### config.mk
export PLATFORM = sky130hd
export DESIGN_NAME = csr_unit
export DESIGN_NICKNAME = d
export VERILOG_FILES = /design/src/csr_pkg.sv /design/src/csr_skid_buffer.sv /design/src/csr_data.sv /design/src/csr_unit.sv
export VERILOG_INCLUDE_DIRS = /design/src /design/src/src
export SDC_FILE = /design/constraint.sdc
export NUM_CORES = 2
export LEC_CHECK = 0
export BUFFER_PORTS_ARGS = -buffer_cell sky130_fd_sc_hd__buf_2
export CAP_MARGIN = 20
export CORE_MARGIN = 8
export CORE_UTILIZATION = 40
export CTS_CLUSTER_SIZE = 8
export DETAILED_ROUTE_END_ITERATION = 8
export PLACE_DENSITY_LB_ADDON = 0.15
export SLEW_MARGIN = 20
export SYNTH_ARGS = -nofsm -noshare
export SYNTH_HDL_FRONTEND = slang
export SYNTH_HIERARCHICAL = 1
export SYNTH_SLANG_ARGS = --single-unit
### constraint.sdc
create_clock -name clk -period 18.1 [get_ports clk]
set_input_delay 3.62 -clock clk [delete_from_list [all_inputs] [get_ports clk]]
set_output_delay 3.62 -clock clk [all_outputs]
set_load 0.02 [all_outputs]
### src/csr_macros.svh
`ifndef CSR_MACROS_SVH
`define CSR_MACROS_SVH

`define CSR_NUM_WARPS    4
`define CSR_NUM_THREADS  2
`define CSR_NW_BITS      2      // warp id width.
`define CSR_NT_BITS      1      // lane index width.
`define CSR_XLEN         32
`define CSR_ADDR_BITS    12
`define CSR_UUID_BITS    8
`define CSR_NR_BITS      5
`define CSR_IMM_BITS     5

`define CSR_NUM_SCRATCH  4
`define CSR_SCRATCH_BITS 2

`define CSR_SCRATCH0     12'h7C0
`define CSR_SCRATCH1     12'h7C1
`define CSR_SCRATCH2     12'h7C2
`define CSR_SCRATCH3     12'h7C3
`define CSR_THREAD_ID    12'hCC0
`define CSR_WARP_ID      12'hCC1
`define CSR_CORE_ID      12'hCC2

`endif

### src/csr_pkg.sv
`default_nettype none

`include "csr_macros.svh"

package csr_pkg;

    // encodings follow the funct3 low bits of the csr instructions.
    typedef enum logic [1:0] {
        CSR_RW = 2'd1,
        CSR_RS = 2'd2,
        CSR_RC = 2'd3
    } csr_op_e;

    typedef struct packed {
        logic [`CSR_UUID_BITS-1:0]                      uuid;
        logic [`CSR_NW_BITS-1:0]                        wid;
        logic [`CSR_NUM_THREADS-1:0]                    tmask;
        logic [31:0]                                    pc;
        logic [`CSR_NR_BITS-1:0]                        rd;
        logic                                           wb;
        csr_op_e                                        op;
        logic                                           use_imm;
        logic [`CSR_IMM_BITS-1:0]                       imm;
        logic [`CSR_ADDR_BITS-1:0]                      addr;
        logic [`CSR_NT_BITS-1:0]                        tid;
        logic [`CSR_NUM_THREADS-1:0][`CSR_XLEN-1:0]     rs1_data;
    } csr_req_t;

    typedef struct packed {
        logic [`CSR_UUID_BITS-1:0]                      uuid;
        logic [`CSR_NW_BITS-1:0]                        wid;
        logic [`CSR_NUM_THREADS-1:0]                    tmask;
        logic [31:0]                                    pc;
        logic [`CSR_NR_BITS-1:0]                        rd;
        logic                                           wb;
        logic                                           eop;
        logic [`CSR_NUM_THREADS-1:0][`CSR_XLEN-1:0]     data;
    } csr_rsp_t;

    typedef struct packed {
        logic [`CSR_NW_BITS-1:0]                        wid;
        logic [`CSR_ADDR_BITS-1:0]                      addr;
        logic [`CSR_NT_BITS-1:0]                        tid;    // lane whose value is stored.
        logic                                           we;
        logic [`CSR_NUM_THREADS-1:0][`CSR_XLEN-1:0]     data;
    } csr_wr_t;

endpackage

`default_nettype wire

### src/csr_skid_buffer.sv
`timescale 1ns/10ps
`default_nettype none

module csr_skid_buffer #(
    parameter int DATAW = 8
) (
    input  wire logic             clk,
    input  wire logic             reset,
    input  wire logic             valid_in,
    output logic                  ready_in,
    input  wire logic [DATAW-1:0] data_in,
    output logic      [DATAW-1:0] data_out,
    output logic                  valid_out,
    input  wire logic             ready_out
);

    logic [DATAW-1:0] main_data;
    logic [DATAW-1:0] skid_data;
    logic             main_valid;
    logic             skid_valid;
    logic             push;
    logic             pop;

    assign ready_in = ~skid_valid;      // registered state only.
    assign push     = valid_in && ready_in;
    assign pop      = main_valid && ready_out;

    always_ff @(posedge clk) begin
        if (reset) begin
            main_valid <= 1'b0;
            skid_valid <= 1'b0;
        end else if (skid_valid) begin
            if (pop) begin
                skid_valid <= 1'b0;     // skid entry moves up and main stays valid.
            end
        end else if (push) begin
            if (!main_valid || pop) begin
                main_valid <= 1'b1;
            end else begin
                skid_valid <= 1'b1;
            end
        end else if (pop) begin
            main_valid <= 1'b0;
        end
    end

    always_ff @(posedge clk) begin
        if (skid_valid) begin
            if (pop) main_data <= skid_data;
        end else if (push) begin
            if (!main_valid || pop) begin
                main_data <= data_in;
            end else begin
                skid_data <= data_in;   // parked while the output is stalled.
            end
        end
    end

    assign data_out  = main_data;
    assign valid_out = main_valid;

endmodule

`default_nettype wire

### src/csr_data.sv
`timescale 1ns/10ps
`default_nettype none

`include "csr_macros.svh"

module csr_data #(
    parameter int CORE_ID = 0
) (
    input  wire logic                                          clk,
    input  wire logic                                          reset,
    input  wire logic [`CSR_NW_BITS-1:0]                       read_wid,
    input  wire logic [`CSR_ADDR_BITS-1:0]                     read_addr,
    output logic      [`CSR_NUM_THREADS-1:0][`CSR_XLEN-1:0]    read_data,
    input  wire csr_pkg::csr_wr_t                              write,
    input  wire logic                                          write_enable
);

    // per-warp scratch words.
    logic [`CSR_NUM_WARPS-1:0][`CSR_NUM_SCRATCH-1:0][`CSR_XLEN-1:0] scratch;

    logic [`CSR_ADDR_BITS-1:0]    read_off;
    logic [`CSR_ADDR_BITS-1:0]    write_off;
    logic                         read_hit;
    logic                         write_hit;
    logic [`CSR_SCRATCH_BITS-1:0] read_idx;
    logic [`CSR_SCRATCH_BITS-1:0] write_idx;

    // offsets wrap below the scratch base, so one compare covers the range.
    assign read_off  = read_addr - `CSR_SCRATCH0;
    assign write_off = write.addr - `CSR_SCRATCH0;
    assign read_hit  = (read_off < `CSR_ADDR_BITS'(`CSR_NUM_SCRATCH));
    assign write_hit = (write_off < `CSR_ADDR_BITS'(`CSR_NUM_SCRATCH));
    assign read_idx  = read_off[`CSR_SCRATCH_BITS-1:0];
    assign write_idx = write_off[`CSR_SCRATCH_BITS-1:0];

    always_comb begin
        read_data = '0;
        for (int i = 0; i < `CSR_NUM_THREADS; i++) begin
            if (read_hit) begin
                read_data[i] = scratch[read_wid][read_idx];
            end else begin
                case (read_addr)
                    `CSR_THREAD_ID: read_data[i] = `CSR_XLEN'(i);  // lane index.
                    `CSR_WARP_ID:   read_data[i] = `CSR_XLEN'(read_wid);
                    `CSR_CORE_ID:   read_data[i] = `CSR_XLEN'(CORE_ID);
                    default:        read_data[i] = '0;
                endcase
            end
        end
    end

    // read-only and unmapped addresses drop the write.
    always_ff @(posedge clk) begin
        if (reset) begin
            scratch <= '0;
        end else if (write_enable && write_hit) begin
            scratch[write.wid][write_idx] <= write.data[write.tid];
        end
    end

endmodule

`default_nettype wire

### src/csr_unit.sv
`timescale 1ns/10ps
`default_nettype none

`include "csr_macros.svh"

module csr_unit #(
    parameter int CORE_ID = 0
) (
    input  wire logic                       clk,
    input  wire logic                       reset,
    input  wire csr_pkg::csr_req_t          req,
    input  wire logic                       req_valid,
    output logic                            req_ready,
    output csr_pkg::csr_rsp_t               rsp,
    output logic                            rsp_valid,
    input  wire logic                       rsp_ready,
    input  wire logic [`CSR_NUM_WARPS-1:0]  gpu_pending,
    output logic      [`CSR_NUM_WARPS-1:0]  req_pending
);

    localparam int SBUF_W = $bits(csr_pkg::csr_rsp_t) + $bits(csr_pkg::csr_wr_t);

    logic [`CSR_NUM_THREADS-1:0][`CSR_XLEN-1:0] src_data;
    logic [`CSR_NUM_THREADS-1:0][`CSR_XLEN-1:0] stored_data;
    logic [`CSR_NUM_THREADS-1:0][`CSR_XLEN-1:0] old_data;
    logic [`CSR_NUM_THREADS-1:0][`CSR_XLEN-1:0] new_data;
    logic [`CSR_XLEN-1:0]                       fwd_word;
    logic [`CSR_ADDR_BITS-1:0]                  wr_off;
    logic                                       wr_scratch;
    logic                                       write_hazard;
    logic                                       write_we;
    logic                                       write_enable;
    logic                                       stall;
    logic                                       sbuf_valid_in;
    logic                                       sbuf_ready;
    csr_pkg::csr_rsp_t                          rsp_in;
    csr_pkg::csr_wr_t                           wr_in;
    csr_pkg::csr_wr_t                           wr_out;

    csr_data #(
        .CORE_ID (CORE_ID)
    ) csr_data (
        .clk          (clk),
        .reset        (reset),
        .read_wid     (req.wid),
        .read_addr    (req.addr),
        .read_data    (stored_data),
        .write        (wr_out),
        .write_enable (write_enable)
    );

    always_comb begin
        for (int i = 0; i < `CSR_NUM_THREADS; i++) begin
            src_data[i] = req.use_imm ? `CSR_XLEN'(req.imm) : req.rs1_data[i];
        end
    end

    // storage keeps only the tid lane, so forward that word to all lanes.
    assign wr_off       = wr_out.addr - `CSR_SCRATCH0;
    assign wr_scratch   = (wr_off < `CSR_ADDR_BITS'(`CSR_NUM_SCRATCH));
    assign fwd_word     = wr_out.data[wr_out.tid];
    assign write_hazard = write_enable && wr_scratch
                       && (wr_out.wid == req.wid) && (wr_out.addr == req.addr);

    always_comb begin
        for (int i = 0; i < `CSR_NUM_THREADS; i++) begin
            old_data[i] = write_hazard ? fwd_word : stored_data[i];
        end
    end

    always_comb begin
        write_we = (src_data != '0);    // set/clear only write with a nonzero source.
        for (int i = 0; i < `CSR_NUM_THREADS; i++) begin
            case (req.op)
                csr_pkg::CSR_RW: new_data[i] = src_data[i];
                csr_pkg::CSR_RS: new_data[i] = old_data[i] | src_data[i];
                default:         new_data[i] = old_data[i] & ~src_data[i];
            endcase
        end
        if (req.op == csr_pkg::CSR_RW) begin
            write_we = 1'b1;
        end
    end

    assign stall         = gpu_pending[req.wid];
    assign sbuf_valid_in = req_valid && ~stall;
    assign req_ready     = sbuf_ready && ~stall;

    always_comb begin
        rsp_in.uuid  = req.uuid;
        rsp_in.wid   = req.wid;
        rsp_in.tmask = req.tmask;
        rsp_in.pc    = req.pc;
        rsp_in.rd    = req.rd;
        rsp_in.wb    = req.wb;
        rsp_in.eop   = 1'b1;
        rsp_in.data  = old_data;

        wr_in.wid    = req.wid;
        wr_in.addr   = req.addr;
        wr_in.tid    = req.tid;
        wr_in.we     = write_we;
        wr_in.data   = new_data;
    end

    csr_skid_buffer #(
        .DATAW (SBUF_W)
    ) rsp_sbuf (
        .clk       (clk),
        .reset     (reset),
        .valid_in  (sbuf_valid_in),
        .ready_in  (sbuf_ready),
        .data_in   ({rsp_in, wr_in}),
        .data_out  ({rsp, wr_out}),
        .valid_out (rsp_valid),
        .ready_out (rsp_ready)
    );

    // repeats with the same value while held under back-pressure.
    assign write_enable = rsp_valid && wr_out.we;

    always_ff @(posedge clk) begin
        if (reset) begin
            req_pending <= '0;
        end else begin
            if (req_valid && req_ready) begin
                req_pending[req.wid] <= 1'b1;
            end
            if (rsp_valid && rsp_ready) begin
                req_pending[rsp.wid] <= 1'b0;   // clear wins on the same warp.
            end
        end
    end

endmodule

`default_nettype wire

==> flow_metrics.env <==
export IMPL_hold_buffers=0
export IMPL_initialDrtViolationCount=1818
export IMPL_numPortBuffers=263
export IMPL_ys_seq_elements=908
export IMPL_ys_flop_type="dfxtp_1"
export IMPL_routed_wirelength_um=112000
export IMPL_coreArea_um2=107000
export IMPL_synth_area_um2=42700
export IMPL_relSlewSlack_pct=25.5
export IMPL_drtAntennaViolNets=0
export IMPL_ys_types=61
export IMPL_clk_path_buf_depth=3
export IMPL_p_seq_share_pct=46.4
export IMPL_drive_gt1_share_pct=24.1
export IMPL_rows=120
export IMPL_vdd_drop_max_uv=74.4
export IMPL_post_synth_top_count_cell="mux2i_1"
export IMPL_p_int_mw=3.64
export IMPL_antenna_found_initial=4
export IMPL_outcome="finished clean"
export IMPL_setup_tns_ns=0
export IMPL_cp_data_arrival_time_ns=5.12
export IMPL_layout_setup_ws_ns=9.36
export IMPL_die_w_um=343
export IMPL_cap_violations=0
export IMPL_critPathRequiredTime_ns=14.48
export IMPL_synthCells=3430
export IMPL_crit_path_start_kind="input pin"
export IMPL_vias_per_cell=5.25
export IMPL_cts_setup_buffers=0
export IMPL_synth_edff_count=390
export IMPL_period_share_pct=48.3
export IMPL_crit_slowest_cell="buf_6"
export IMPL_cts_tree="yes"
export IMPL_htreeDepth=4
export IMPL_finalHoldViolCount=0
export IMPL_wl_per_cell_um=22.5
export IMPL_area_growth_pct=11.9
export IMPL_vias=26100
export IMPL_clock_sinks=908
export IMPL_hold_end="csr_data/scratch[98]"
export IMPL_synth_warnings=6
export IMPL_critPathLaunch="req[126]"
export IMPL_grt_pass1_vias=26400
export IMPL_cts_reportedPaths_clkPinSlew_ns=0.05
export IMPL_fp_dieArea_um2=118000
export IMPL_cts_buffers=131
export IMPL_postSynthAreaPerCell_um2=12.5
export IMPL_switching_power_mw=1.09
export IMPL_place_ws_ns=9.32
export IMPL_clock_root_buffer="clkbuf_16"
export IMPL_synth_area_leader_cell="edfxtp_1"
export IMPL_fin_hold_ws_ns=0.467
export IMPL_hpwl_um=65600
export IMPL_regToRegSetupSlack_ns=14.34
export IMPL_ios=264
export IMPL_crit_path_max_fanout=54
export IMPL_die_h_um=343
export IMPL_finalSetupViolCount=0
export IMPL_grt_max_degree=165
export IMPL_min_path_cells=2
export IMPL_fin_nets=3671
export IMPL_n_fill_cell=9719
export IMPL_cp_end_kind="primary output"
export IMPL_track_usage_pct=18.6
export IMPL_skew_ns=0.0253
export IMPL_clk_latency_ns=0.71
export IMPL_dr_pass1_iters=5
export IMPL_hold_path_class="register to register"
export IMPL_post_route_min_period_ns=8.74
export IMPL_drcViolationCount=0
export IMPL_r2r_end="rsp_sbuf/data_out[154]"
export IMPL_cts_resized_gates=0
export IMPL_gr_total_overflow=0
export IMPL_grt_pass1_wl_um=168000
export IMPL_crit_type="input pin to primary output"
export IMPL_initial_core_util_pct=40.1
export IMPL_pwr_share_clk_pct=47.2
export IMPL_rsz0062_at_grt="no"
export IMPL_reg2regPathDepth=4
export IMPL_worst_pin_slew_ns=1.12
export IMPL_r2r_start="rsp_sbuf/skid_valid"
export IMPL_p_per_area_nw_per_um2=98.9
export IMPL_hold_start="csr_data/scratch[98]"
export IMPL_fmax_mhz=114
export IMPL_combPwrFrac_pct=6.3
export IMPL_worstPathCellList="buf_6 -> mux4_2 -> nor2b_1 -> buf_2"
export IMPL_async_flop_share_pct=0
export IMPL_crit_path_max_incr_delay_ns=0.52
export IMPL_synth_commonest_cells="546 x mux2i_1, 518 x dfxtp_1, 515 x nand2b_1, 390 x edfxtp_1, 202 x mux2_2"
export IMPL_switching_share_pct=23.1
export IMPL_yosys_top_cells_area="edfxtp_1 27%, dfxtp_1 24%, mux2i_1 13%"
export IMPL_slew_viol_final=0
export IMPL_synth_top_cell_area_share_pct=27.4
export IMPL_ys_seq_area_share_pct=51.7
export IMPL_p_leak_nw=18.8
export IMPL_gp_congestion=0.764
-- layer usage --
| layer | up-vias | share of wire [%] | GRT usage (%) |
|---|---|---|---|
| met5 | - | 0 | 0 |
| met4 | 0 | 2.0 | 4.97 |
| met1 | 13100 | 48 | 26.3 |
| met2 | 584 | 46 | 29.6 |
| met3 | 143 | 4.7 | 3.14 |
| li1 | 12300 | - | - |
-- power groups by stage --
stage / Sequential, mW / Combinational, mW / Clock (mW)
6_report: 2.20 / 0.299 / 2.23
2_1_floorplan: 2.26 / 0.179 / 0
4_1_cts: 2.20 / 0.304 / 2.30
3_5_place_dp: 2.24 / 0.303 / 0
3_3_place_gp: 2.24 / 0.303 / 0
5_1_grt: 2.20 / 0.322 / 2.39
-- cells by family after synthesis --
| kind of cell | count (synthesis) | synth area share (%) |
|---|---|---|
| other cells | 1 | 0.00877 |
| compound gates | 248 | 4.44 |
| xor+xnor | 8 | 0.164 |
| flops | 908 | 51.7 |
| simple gates | 980 | 13.4 |
| mux | 875 | 24.8 |
| fa+ha+maj | 2 | 0.0585 |
| buf+inv | 408 | 5.45 |
-- sequential cells by signal (all words and copies together) (netlist names) --
name                 count
csr_data/scratch       512
req_pending              4
rsp_sbuf/data_out      195
rsp_sbuf/skid_data     195
rsp_sbuf/skid_valid      1
rsp_sbuf/valid_out       1
-- metrics by stage --
step	area [um^2]	total power, mW	utilization (%)	instances
2_1_floorplan	42700	2.44	-	3431
3_3_place_gp	44100	2.54	41.4	4796
3_5_place_dp	44100	2.54	41.4	4796
4_1_cts	47800	4.80	44.8	4977
5_1_grt	47800	4.91	44.8	4979
6_report	47800	4.73	44.9	4981
-- final cells by class --
class | count | area, um^2 | area share (%)
clock inverter | 11 | 161 | 0.338
inverter | 72 | 270 | 0.565
clock buffer | 170 | 3510 | 7.34
tap | 1403 | 1760 | 3.67
antenna | 4 | 10.0 | 0.0209
multi-input combinational | 2115 | 18400 | 38.5
timing repair buffer | 298 | 1630 | 3.42
sequential | 908 | 22100 | 46.2
-- cell usage in the layout, fill, tap and decap left out, types with 66 or more instances in the layout --
cell type,instances
mux2i_1,546
dfxtp_1,517
nand2b_1,515
edfxtp_1,390
buf_2,258
mux2_2,202
nor2_1,142
clkbuf_16,135
mux4_2,127
nand2_1,93
inv_1,72
o21ai_0,66
-- worst max-delay path, delay by kind of cell --
| kind | cells | cell delay (ns) |
|---|---|---|
| buffers and inverters | 2 | 0.76 |
| muxes | 1 | 0.43 |
| and+or+nand+nor | 1 | 0.30 |
-- worst max-delay path by stage --
| stage | to | slack (ns) | depth (start not counted) |
|---|---|---|---|
| floorplan | rsp_sbuf/data_out[0] | 3.48 | 4 |
| global placement | req_ready | 9.34 | 4 |
| detailed placement | req_ready | 9.32 | 4 |
| CTS | req_ready | 9.32 | 4 |
| global route | req_ready | 9.28 | 4 |
| finish | req_ready | 9.36 | 4 |
Note: power is estimated with default switching activity, not from simulation.
